`config.mk`:
```
export PLATFORM = sky130hd
export DESIGN_NAME = spiBlock
export DESIGN_NICKNAME = d
export VERILOG_FILES = /design/src/design/spiBusPkg.sv /design/src/design/spiLinkPkg.sv /design/src/design/spiCsrDecode.sv /design/src/design/spiShiftEngine.sv /design/src/design/spiReadback.sv /design/src/design/spiBlock.sv
export VERILOG_INCLUDE_DIRS = /design/src /design/src/design
export SDC_FILE = /design/constraint.sdc
export NUM_CORES = 1
export LEC_CHECK = 0
export BUFFER_PORTS_ARGS = -buffer_cell sky130_fd_sc_hd__buf_2
export CAP_MARGIN = 20
export CORE_AREA = 5 5 172 108
export DETAILED_ROUTE_END_ITERATION = 6
export DIE_AREA = 0 0 177 113
export PLACE_DENSITY = 0.86
export SYNTH_ARGS = -nofsm -noshare
export SYNTH_HDL_FRONTEND = slang
export SYNTH_SLANG_ARGS = --single-unit
```
`constraint.sdc`:
```
create_clock -name sysClk -period 8.8 [get_ports sysClk]
set_input_delay 2.2 -clock sysClk [delete_from_list [all_inputs] [get_ports sysClk]]
set_output_delay 2.2 -clock sysClk [all_outputs]
set_load 0.05 [all_outputs]
```
`src/design/spiBlock_cfg.svh`:
```
// Build-time constants only; BLOCK_NUM must fit in BLOCK_ADRS_BITS, divider wider than 16 untested
`ifndef SPI_BLOCK_CFG_SVH
`define SPI_BLOCK_CFG_SVH

// --------------------
// Bus address layout
// --------------------
`define BUS_ADRS_BITS   32
// Block field sits at the top of the address
`define BLOCK_ADRS_BITS 8
// Block number this instance answers to
`define BLOCK_NUM       'h03

// --------------------
// SPI clock divider
// --------------------
`define SPI_DIV_BITS    16
`define DIV_RESET       4

`endif

```
`src/design/spiBusPkg.sv`:
```
// Register bus types; register select comes from address bits 4:2, word aligned only
package spiBusPkg;

	// --------------------
	// Register select
	// --------------------
	// Values 6 and 7 decode to regNone
	typedef enum logic [2:0]
	{
		regCtrl   = 3'd0,
		regDiv    = 3'd1,
		regLen    = 3'd2,
		regTx     = 3'd3,
		regRx     = 3'd4,
		regStatus = 3'd5,
		regNone   = 3'd7
	} csrReg;

	// --------------------
	// Decoded access
	// --------------------
	// Read strobe already qualified by block match
	typedef struct packed
	{
		logic  rd;
		csrReg sel;
	} busAccess;

endpackage

```
`src/design/spiLinkPkg.sv`:
```
// SPI link types; transfer length of 0 encodes 32 bits, divider width set by the cfg header
`include "spiBlock_cfg.svh"

package spiLinkPkg;

	// Shift engine states
	typedef enum logic [1:0]
	{
		stIdle = 2'd0,
		stLow  = 2'd1,
		stHigh = 2'd2,
		stDone = 2'd3
	} engineState;

	// --------------------
	// Transfer settings
	// --------------------
	typedef struct packed
	{
		logic [31:0]                txWord;
		logic [4:0]                 len;    // 0 means 32 bits
		logic [`SPI_DIV_BITS-1:0]   div;
	} spiCmd;

	// Engine result back to readback and decode
	typedef struct packed
	{
		logic [31:0] rxWord;    // Right-aligned
		logic        done;      // One cycle at end of transfer
		logic        busy;
	} spiResult;

endpackage

```
`src/design/spiCsrDecode.sv`:
```
// Register writes take effect at the strobe edge; TX writes while busy or disabled are dropped
`timescale 1ns/1ps
`include "spiBlock_cfg.svh"

module spiCsrDecode
	import spiBusPkg::*;
	import spiLinkPkg::*;
(
	input  logic                      sysClk,
	input  logic                      rst,
	input  logic [31:0]               busWd,
	input  logic [`BUS_ADRS_BITS-1:0] busAdrs,
	input  logic                      busWCke,
	input  logic                      busRCke,
	input  logic                      busy,
	output logic                      start,
	output spiCmd                     cmd,
	output logic                      ctrlEn,
	output busAccess                  acc
);

	logic [`BLOCK_ADRS_BITS-1:0] blkField;
	logic                        hit;
	logic                        wrHit;
	logic                        txAccept;
	csrReg                       sel;
	logic [`SPI_DIV_BITS-1:0]    divReg;
	logic [4:0]                  lenReg;
	logic [31:0]                 txReg;

	// --------------------
	// Address decode
	// --------------------
	// Block field at the top of the address
	assign blkField = busAdrs[`BUS_ADRS_BITS-1 -: `BLOCK_ADRS_BITS];
	assign hit      = (blkField == `BLOCK_NUM);
	assign wrHit    = busWCke & hit;

	// Word index into the register window
	always_comb
	begin
		case (busAdrs[4:2])
			3'd0:    sel = regCtrl;
			3'd1:    sel = regDiv;
			3'd2:    sel = regLen;
			3'd3:    sel = regTx;
			3'd4:    sel = regRx;
			3'd5:    sel = regStatus;
			default: sel = regNone;
		endcase
	end

	// Read strobe qualified by block match
	assign acc.rd  = busRCke & hit;
	assign acc.sel = sel;

	// Only accepted TX writes start a transfer
	assign txAccept = wrHit && (sel == regTx) && ctrlEn && !busy && !start;

	// --------------------
	// Register file
	// --------------------
	always_ff @(posedge sysClk)
	begin
		if (rst)
		begin
			ctrlEn <= 1'b0;
			divReg <= `DIV_RESET;
			lenReg <= 5'd0;
			txReg  <= 32'd0;
			start  <= 1'b0;
		end
		else
		begin
			start <= txAccept;
			if (wrHit)
			begin
				case (sel)
					regCtrl: ctrlEn <= busWd[0];
					regDiv:  divReg <= busWd[`SPI_DIV_BITS-1:0];
					regLen:  lenReg <= busWd[4:0];
					default: ;
				endcase
			end
			// Dropped TX writes leave the word alone
			if (txAccept)
				txReg <= busWd;
		end
	end

	assign cmd.txWord = txReg;
	assign cmd.len    = lenReg;
	assign cmd.div    = divReg;

	// Bus never issues both strobes at once
	assert property (@(posedge sysClk) disable iff (rst) !(busWCke && busRCke));
	// No start into a running transfer
	assert property (@(posedge sysClk) disable iff (rst) start |-> !busy);

endmodule

```
`src/design/spiShiftEngine.sv`:
```
// SPI mode 0 only, MSB first, single chip select; start is ignored unless the engine is idle
`timescale 1ns/1ps
`include "spiBlock_cfg.svh"

module spiShiftEngine
	import spiLinkPkg::*;
(
	input  logic     sysClk,
	input  logic     rst,
	input  logic     start,
	input  spiCmd    cmd,
	input  logic     spiMiso,
	output logic     spiSck,
	output logic     spiMosi,
	output logic     spiCs,
	output spiResult res
);

	engineState               state;
	logic [`SPI_DIV_BITS-1:0] divReg;
	logic [`SPI_DIV_BITS-1:0] divCnt;
	logic [5:0]               bitsLeft;
	logic [31:0]              shiftTx;
	logic [31:0]              shiftRx;
	logic [5:0]               nBits;
	logic                     halfEnd;

	// Length 0 stands for a full 32-bit word
	assign nBits   = {cmd.len == 5'd0, cmd.len};
	// Last cycle of the current sck half period
	assign halfEnd = (divCnt == divReg);

	// --------------------
	// State machine
	// --------------------
	always_ff @(posedge sysClk)
	begin
		if (rst)
		begin
			state    <= stIdle;
			spiCs    <= 1'b1;
			spiSck   <= 1'b0;
			divCnt   <= '0;
			bitsLeft <= '0;
		end
		else
		begin
			case (state)
				stIdle:
				begin
					if (start)
					begin
						state    <= stLow;
						spiCs    <= 1'b0;
						divCnt   <= '0;
						bitsLeft <= nBits;
					end
				end
				stLow:
				begin
					divCnt <= divCnt + 1'b1;
					// Rising sck edge
					if (halfEnd)
					begin
						state  <= stHigh;
						spiSck <= 1'b1;
						divCnt <= '0;
					end
				end
				stHigh:
				begin
					divCnt <= divCnt + 1'b1;
					// Falling sck edge, next bit or finish
					if (halfEnd)
					begin
						spiSck   <= 1'b0;
						divCnt   <= '0;
						bitsLeft <= bitsLeft - 1'b1;
						if (bitsLeft == 6'd1)
						begin
							state <= stDone;
							spiCs <= 1'b1;
						end
						else
						begin
							state <= stLow;
						end
					end
				end
				default:
				begin
					state <= stIdle;
				end
			endcase
		end
	end

	// --------------------
	// Data path
	// --------------------
	always_ff @(posedge sysClk)
	begin
		if (state == stIdle && start)
		begin
			divReg  <= cmd.div;
			// Left-align the selected low bits
			shiftTx <= cmd.txWord << (6'd32 - nBits);
			shiftRx <= '0;
		end
		else if (state == stLow && halfEnd)
		begin
			// Sample MISO with sck rising
			shiftRx <= {shiftRx[30:0], spiMiso};
		end
		else if (state == stHigh && halfEnd)
		begin
			// MOSI moves on with sck falling
			shiftTx <= {shiftTx[30:0], 1'b0};
		end
	end

	// MOSI held low between transfers
	assign spiMosi    = ~spiCs & shiftTx[31];
	assign res.rxWord = shiftRx;
	assign res.done   = (state == stDone);
	assign res.busy   = (state == stLow) || (state == stHigh);

	// Chip select stays high while idle
	assert property (@(posedge sysClk) disable iff (rst) (state == stIdle) |-> spiCs);
	// Mode 0 keeps sck low outside a transfer
	assert property (@(posedge sysClk) disable iff (rst) spiCs |-> !spiSck);

endmodule

```
`src/design/spiReadback.sv`:
```
// Read data is registered and zero when no matching read, so several blocks can OR their outputs
`timescale 1ns/1ps

module spiReadback
	import spiBusPkg::*;
	import spiLinkPkg::*;
(
	input  logic        sysClk,
	input  logic        rst,
	input  busAccess    acc,
	input  spiResult    res,
	input  logic        ctrlEn,
	input  spiCmd       cmd,
	output logic [31:0] busRd,
	output logic        busVd
);

	logic [31:0] rxWord;
	logic        rxValid;
	logic [31:0] rdMux;

	// --------------------
	// Received word
	// --------------------
	always_ff @(posedge sysClk)
	begin
		if (res.done)
		begin
			rxWord <= res.rxWord;
		end
	end

	// Sticky until RX is read, a new done wins
	always_ff @(posedge sysClk)
	begin
		if (rst)
			rxValid <= 1'b0;
		else if (res.done)
			rxValid <= 1'b1;
		else if (acc.rd && acc.sel == regRx)
			rxValid <= 1'b0;
	end

	// --------------------
	// Read mux
	// --------------------
	always_comb
	begin
		case (acc.sel)
			regCtrl:   rdMux = {31'd0, ctrlEn};
			regDiv:    rdMux = 32'(cmd.div);
			regLen:    rdMux = {27'd0, cmd.len};
			regTx:     rdMux = cmd.txWord;
			regRx:     rdMux = rxWord;
			regStatus: rdMux = {30'd0, rxValid, res.busy};
			default:   rdMux = 32'd0;
		endcase
	end

	always_ff @(posedge sysClk)
	begin
		if (rst)
		begin
			busVd <= 1'b0;
			busRd <= 32'd0;
		end
		else
		begin
			busVd <= acc.rd;
			busRd <= acc.rd ? rdMux : 32'd0;
		end
	end

endmodule

```
`src/design/spiBlock.sv`:
```
// Top level wiring only; no bus stall, one transfer in flight, plain write and read strobes
`timescale 1ns/1ps
`include "spiBlock_cfg.svh"

module spiBlock
	import spiBusPkg::*;
	import spiLinkPkg::*;
(
	input  logic                      sysClk,
	input  logic                      rst,
	// Register bus
	input  logic [31:0]               busWd,
	input  logic [`BUS_ADRS_BITS-1:0] busAdrs,
	input  logic                      busWCke,
	input  logic                      busRCke,
	output logic [31:0]               busRd,
	output logic                      busVd,
	// SPI pins
	output logic                      spiSck,
	output logic                      spiMosi,
	output logic                      spiCs,
	input  logic                      spiMiso
);

	logic     start;
	logic     ctrlEn;
	spiCmd    cmd;
	busAccess acc;
	spiResult res;

	// --------------------
	// Decode
	// --------------------
	spiCsrDecode csrDecode_i
	(
		.sysClk  (sysClk),
		.rst     (rst),
		.busWd   (busWd),
		.busAdrs (busAdrs),
		.busWCke (busWCke),
		.busRCke (busRCke),
		.busy    (res.busy),
		.start   (start),
		.cmd     (cmd),
		.ctrlEn  (ctrlEn),
		.acc     (acc)
	);

	// Shift engine
	spiShiftEngine shiftEngine_i
	(
		.sysClk  (sysClk),
		.rst     (rst),
		.start   (start),
		.cmd     (cmd),
		.spiMiso (spiMiso),
		.spiSck  (spiSck),
		.spiMosi (spiMosi),
		.spiCs   (spiCs),
		.res     (res)
	);

	// Read-back
	spiReadback readback_i
	(
		.sysClk (sysClk),
		.rst    (rst),
		.acc    (acc),
		.res    (res),
		.ctrlEn (ctrlEn),
		.cmd    (cmd),
		.busRd  (busRd),
		.busVd  (busVd)
	);

endmodule

```
# Yosys cells after proc, flatten, opt, wreduce, memory -nomap -nowiden
# Index checks and enable logic that the tools add are counted.
[totals]
reg_bits = 227
input_bits = 69
output_inout_bits = 36
[classes]
add_sub_neg = 3
eq_ne = 21
shifts = 1
muxes = 25
bitwise = 5
n_reduce_logical = 31
[op_table]
columns = ["operator", "n"]
rows = [
  ["$pmux 32 s6", 1],
  ["$mux 32", 3],
  ["$mux 16", 2],
  ["$pmux 16 s2", 1],
  ["$shl 32x6->32", 1],
  ["$pmux 3 s6", 1],
  ["$add 16x1->16 const B", 1],
  ["$eq 16x16->1", 1],
  ["$eq 3x2->1 const B", 4],
  ["$eq 3x3->1 const B", 4],
  ["$mux 6", 2],
  ["$pmux 6 s2", 1],
  ["$reduce_and 2->1", 5],
  ["$reduce_bool 2->1", 5],
  ["$reduce_and 3->1", 3],
  ["$eq 8x2->1 const B", 1],
  ["$logic_and 1x1->1", 8],
  ["$mux 2", 4],
  ["$ne 2x1->1 const B", 4],
  ["$mux 1", 7],
  ["$eq 3x1->1 const B", 2],
  ["$eq 6x1->1 const B", 1],
  ["$logic_not 3->1", 2],
  ["$pmux 2 s3", 1],
  ["14 further kinds", 21],
]

# Depth between registers and ports, before layout
[depth]
depth_word = 7
ltp_mapped = 12
depth_no_buf = 9

# Hierarchy
# Synthesis repeated with hierarchy kept, for this count alone.
[unflattened]
cells_unflattened = 1037
area_unflattened_um2 = 11243.3
[modules_own_cells]
columns = ["mod", "n_inst", "cells_each", "area_per_inst_um2"]
rows = [
  ["spiShiftEngine", 1, 630, 6388.6],
  ["spiCsrDecode", 1, 227, 2438.6],
  ["spiReadback", 1, 180, 2416.1],
]

# Least setup slack after synthesis
# Ideal clock, no wire load.
[synth_timing]
path_type = "register to register"
startpoint = "reg shiftEngine_i.divCnt[3]"
endpoint = "reg shiftEngine_i.shiftTx[0], enable pin"
t_arrival_ns = 3.940
required_ns = 8.330
path_slack_ns = 4.390
stages_incl_launch_ff = 7
path_buffers = 2
synth_period_minus_slack_ns = 4.410
cell_sequence = "dfxtp_1 -> buf_2 -> xnor2_1 -> nand4_1 -> or4_1 -> clkbuf_1 -> o31ai_1"
[synth_between]
elab_chain_len = 4
elab_cells_between_ends = 6
cone_classes = "eq/ne: 2; reduce/logical: 4"
[synth_lines]
columns = ["element", "line", "rtl"]
rows = [
  ["start, declared", "spiShiftEngine.sv:21", "logic [`SPI_DIV_BITS-1:0] divCnt;"],
  ["start signal, assigned", "spiShiftEngine.sv:61", "divCnt <= divCnt + 1'b1;"],
  ["start signal, assigned", "spiShiftEngine.sv:72", "divCnt <= divCnt + 1'b1;"],
  ["$eq 16x16->1 (*)", "spiShiftEngine.sv:31", "assign halfEnd = (divCnt == divReg);"],
  ["$logic_and 1x1->1 (on tied branches)", "spiShiftEngine.sv:110, spiShiftEngine.sv:115", ""],
  ["$ne 2x1->1 (no source line) or $reduce_bool 2->1 (tied branches)", "n/a", ""],
  ["$reduce_and 2->1 (no source line) (*)", "n/a", ""],
  ["end signal, assigned", "spiShiftEngine.sv:107", "shiftTx <= cmd.txWord << (6'd32 - nBits);"],
  ["end signal, assigned", "spiShiftEngine.sv:118", "shiftTx <= {shiftTx[30:0], 1'b0};"],
  ["end, declared", "spiShiftEngine.sv:23", "logic [31:0] shiftTx;"],
]
# Mark *: on every way between the ends. The rest lies on a longest branch, timed or not.
# A chain may end at the register's enable or synchronous reset.

# Worst setup path in the final report
[layout_timing]
startpoint = "in busAdrs[4]"
endpoint = "reg csrDecode_i.divReg[1]"
[layout_between]
elab_chain_len = 4
elab_cells_between_ends = 9
cone_classes = "eq/ne: 6; mux: 1; reduce/logical: 2"
[layout_lines]
columns = ["element", "line", "rtl"]
rows = [
  ["start, declared", "spiBlock.sv:13", "input logic [`BUS_ADRS_BITS-1:0] busAdrs,"],
  ["$eq 3x3->1 (tied with other cells)", "spiCsrDecode.sv:42", "case (busAdrs[4:2])"],
  ["$pmux 3 s6 (*)", "spiCsrDecode.sv:42", ""],
  ["$eq 3x1->1 (*)", "spiCsrDecode.sv:78", "case (sel)"],
  ["$reduce_and 2->1 (no source line) (*)", "n/a", ""],
  ["end signal, assigned", "spiCsrDecode.sv:68", "divReg <= `DIV_RESET;"],
  ["end signal, assigned", "spiCsrDecode.sv:80", "regDiv: divReg <= busWd[`SPI_DIV_BITS-1:0];"],
  ["end, declared", "spiCsrDecode.sv:27", "logic [`SPI_DIV_BITS-1:0] divReg;"],
]
# Marked as above.

==> flow_summary.yaml <==
die:
  die_w_um: 177
  ios: 105
  die_h_um: 113
  floorplan.core_area_sq_um: 16800
  die_area_sq_um: 20000
  rows: 37
  initial_utilization: 0.630
yosys:
  synth_top_cell_area_share: 0.279
  synth-edff-count: 80
  yosysTopAreaCell: "dfxtp_1"
  synthFlopType: "dfxtp_1"
  ys_top_cells_by_area: "dfxtp_1, edfxtp_1, mux4_2, nand2_1, a21oi_1"
  synth_area_sq_um: 10600
  ys_seq_area_frac: 0.506
  ys_types: 65
  ys_async_sr_fraction: 0
  synthCells: 1037
  synth_nets: 1116
  avgSynthCellArea_sq_um: 10.2
  yosysWarnings: 0
  synth_common_cells: "nand2_1, dfxtp_1, a21oi_1, edfxtp_1, nor2_1"
  synth.most_common_cell: "nand2_1"
  ys_ff_latch: 227
power_and_ir_drop:
  power_frac_comb: 0.017
  p_per_area_nw_per_um2: 168
  p_seq_frac: 0.546
  p_leak_nw: 4.25
  vdd_ir_drop_max_mv: 0.113
  clockPowerShare: 0.437
  intPower_mw: 1.56
  swShare: 0.209
  switching_power_mw: 0.413
cts:
  cts_inserted_buffers: 20
  cts_tree: "yes"
  cts_hold_buf: 0
  clk_latency_ns: 0.50
  post_cts_buffers: 0
  clk_pin_slew_ns: 0.07
  cts.sinks: 227
  clockBufferDepth: 3
  cts_resized: 0
  htreeDepth: 1
  clockRootBuffer: "clkbuf_16"
worst_setup_path:
  required_ns: 9.14
  critical_path_class: "in2reg"
  critPathMaxFanout: 16
  crit_path_start_kind: "input port"
  end_kind: "flop"
  critPathArrivalTime_ns: 4.54
  r2r_slack_ns: 5.46
global_route:
  grt_max_degree: 71
  grt-ovfl-total: 0
  grt_pass1_wl_um: 45300
  antenna_found_initial: 0
  grt_usage: 0.282
  grt_pass1_vias: 8248
job:
  drv_cap: 0
sta:
  slew_headroom: 0.270
  fin_crit_ns: 4.20
  setup-tns-final_ns: 0
  finalSetupViolCount: 0
  fin_crit_sh: 0.477
  rsz0062_at_grt: "no"
  fmax_mhz: 238
  hold_viol: 0
  max_slew.worst_pin.slew_ns: 1.09
  skew_ns: 0.0129
  slew_violations: 0
route:
  wl_per_cell_um: 21.4
  routed_wl_um: 28500
  ant_nets: 0
  drc_errors: 5
  dr.pass1.iters: 7
  vias: 8737
  first_iter_violations: 1312
  viasPerCell: 6.57
placed_design:
  place_inst: 1292
  hpwl_um: 19200
  gp_congestion: 0.963
  numPortBuffers: 83
hold_path:
  hp-class: "reg2reg"
final_layout:
  drive_above_1_share: 0.195
  final_cells: 1329
  finalNetCount: 1160
  syn2layout_area_growth_pct: 11.5
  antenna_cells: 0
run_status:
  violations: "design-rule violations"
  status: "complete, but fails checks"
## layer usage
metal / vias up / GRT usage / share of wire
met3: 67 / 0.0741 / 0.13
met4: 0 / 0.0680 / 0.025
li1: 3886 / - / -
met5: - / 0 / 0
met1: 4214 / 0.436 / 0.43
met2: 570 / 0.398 / 0.42
## power groups by stage
stage          sequential, mW  combinational, mW  clock, mW
2_1_floorplan            1.10             0.0141          0
3_5_place_dp             1.10             0.0326          0
3_3_place_gp             1.10             0.0323          0
6_report                 1.08             0.0342      0.864
5_1_grt                  1.08             0.0363      0.910
4_1_cts                  1.08             0.0329      0.871
## critical path: stages
cell and delay, ns:
buf_2 0.15, nor2_1 0.19, and2_0 0.89, nand2_1 0.73, nand2_1 0.27, a21oi_1 0.10
## cell usage in the layout (no fill, tap or decap), types with 10 or more instances in the layout
master / instances
a21oi_1: 102
a222oi_1: 16
a22oi_1: 21
buf_2: 83
buf_4: 18
clkbuf_16: 21
dfxtp_1: 146
edfxtp_1: 80
ha_1: 10
inv_1: 15
mux2_2: 24
mux2i_1: 28
mux4_2: 31
nand2_1: 155
nand3_1: 48
nand4_1: 12
nor2_1: 77
o21ai_0: 47
xnor2_1: 19
xor2_1: 12
## through the flow
stage / area, sq um / worst slack, ns / util / hold slack, ns / power [mW]
floorplan: 10600 / 4.39 / - / 0.402 / 1.12
detailed placement: 11100 / 4.33 / 0.663 / 0.415 / 1.14
CTS: 11800 / 4.80 / 0.702 / 0.431 / 1.98
finish: 11800 / 4.60 / 0.702 / 0.435 / 1.98
global placement: 11100 / 4.43 / 0.663 / 0.409 / 1.13
global route: 11800 / 4.50 / 0.702 / 0.443 / 2.02
## area by class of cell
cell class,instances,area (sq um)
timing repair buffer,102,558
multi-input combinational,715,4870
clock inverter,8,50.0
fill,1220,4990
clock buffer,28,592
sequential,227,5350
tap,234,293
inverter,15,56.3
## cell families after synthesis
family | Yosys count | synth area share
adders and majority gates | 10 | 0.0119
DFF | 227 | 0.506
xor gates and xnor gates | 34 | 0.0289
AOI/OAI and AO/OA | 247 | 0.150
muxes | 83 | 0.118
buffers and inverters | 95 | 0.0383
and+or+nand+nor | 341 | 0.146
## registers in the layout, indices dropped and copies added, names as in the netlist, 2 cells and up
register                flops
csrDecode_i.divReg         16
csrDecode_i.lenReg          5
csrDecode_i.txReg          32
readback_i.busRd           32
readback_i.rxWord          32
shiftEngine_i.bitsLeft      6
shiftEngine_i.divCnt       16
shiftEngine_i.divReg       16
shiftEngine_i.shiftRx      32
shiftEngine_i.shiftTx      32
shiftEngine_i.state         2
## path summary, 6_finish.rpt
path	startpoint	to	cells past startpoint
setup / recovery	busAdrs[4]	csrDecode_i.divReg[1]	6
hold / removal	shiftEngine_i.shiftRx[31]	readback_i.rxWord[31]	0
setup reg to reg	csrDecode_i.lenReg[0]	shiftEngine_i.shiftTx[31]	8
hold reg to reg	shiftEngine_i.shiftRx[31]	readback_i.rxWord[31]	0
Power figures use the tool's default switching activity.
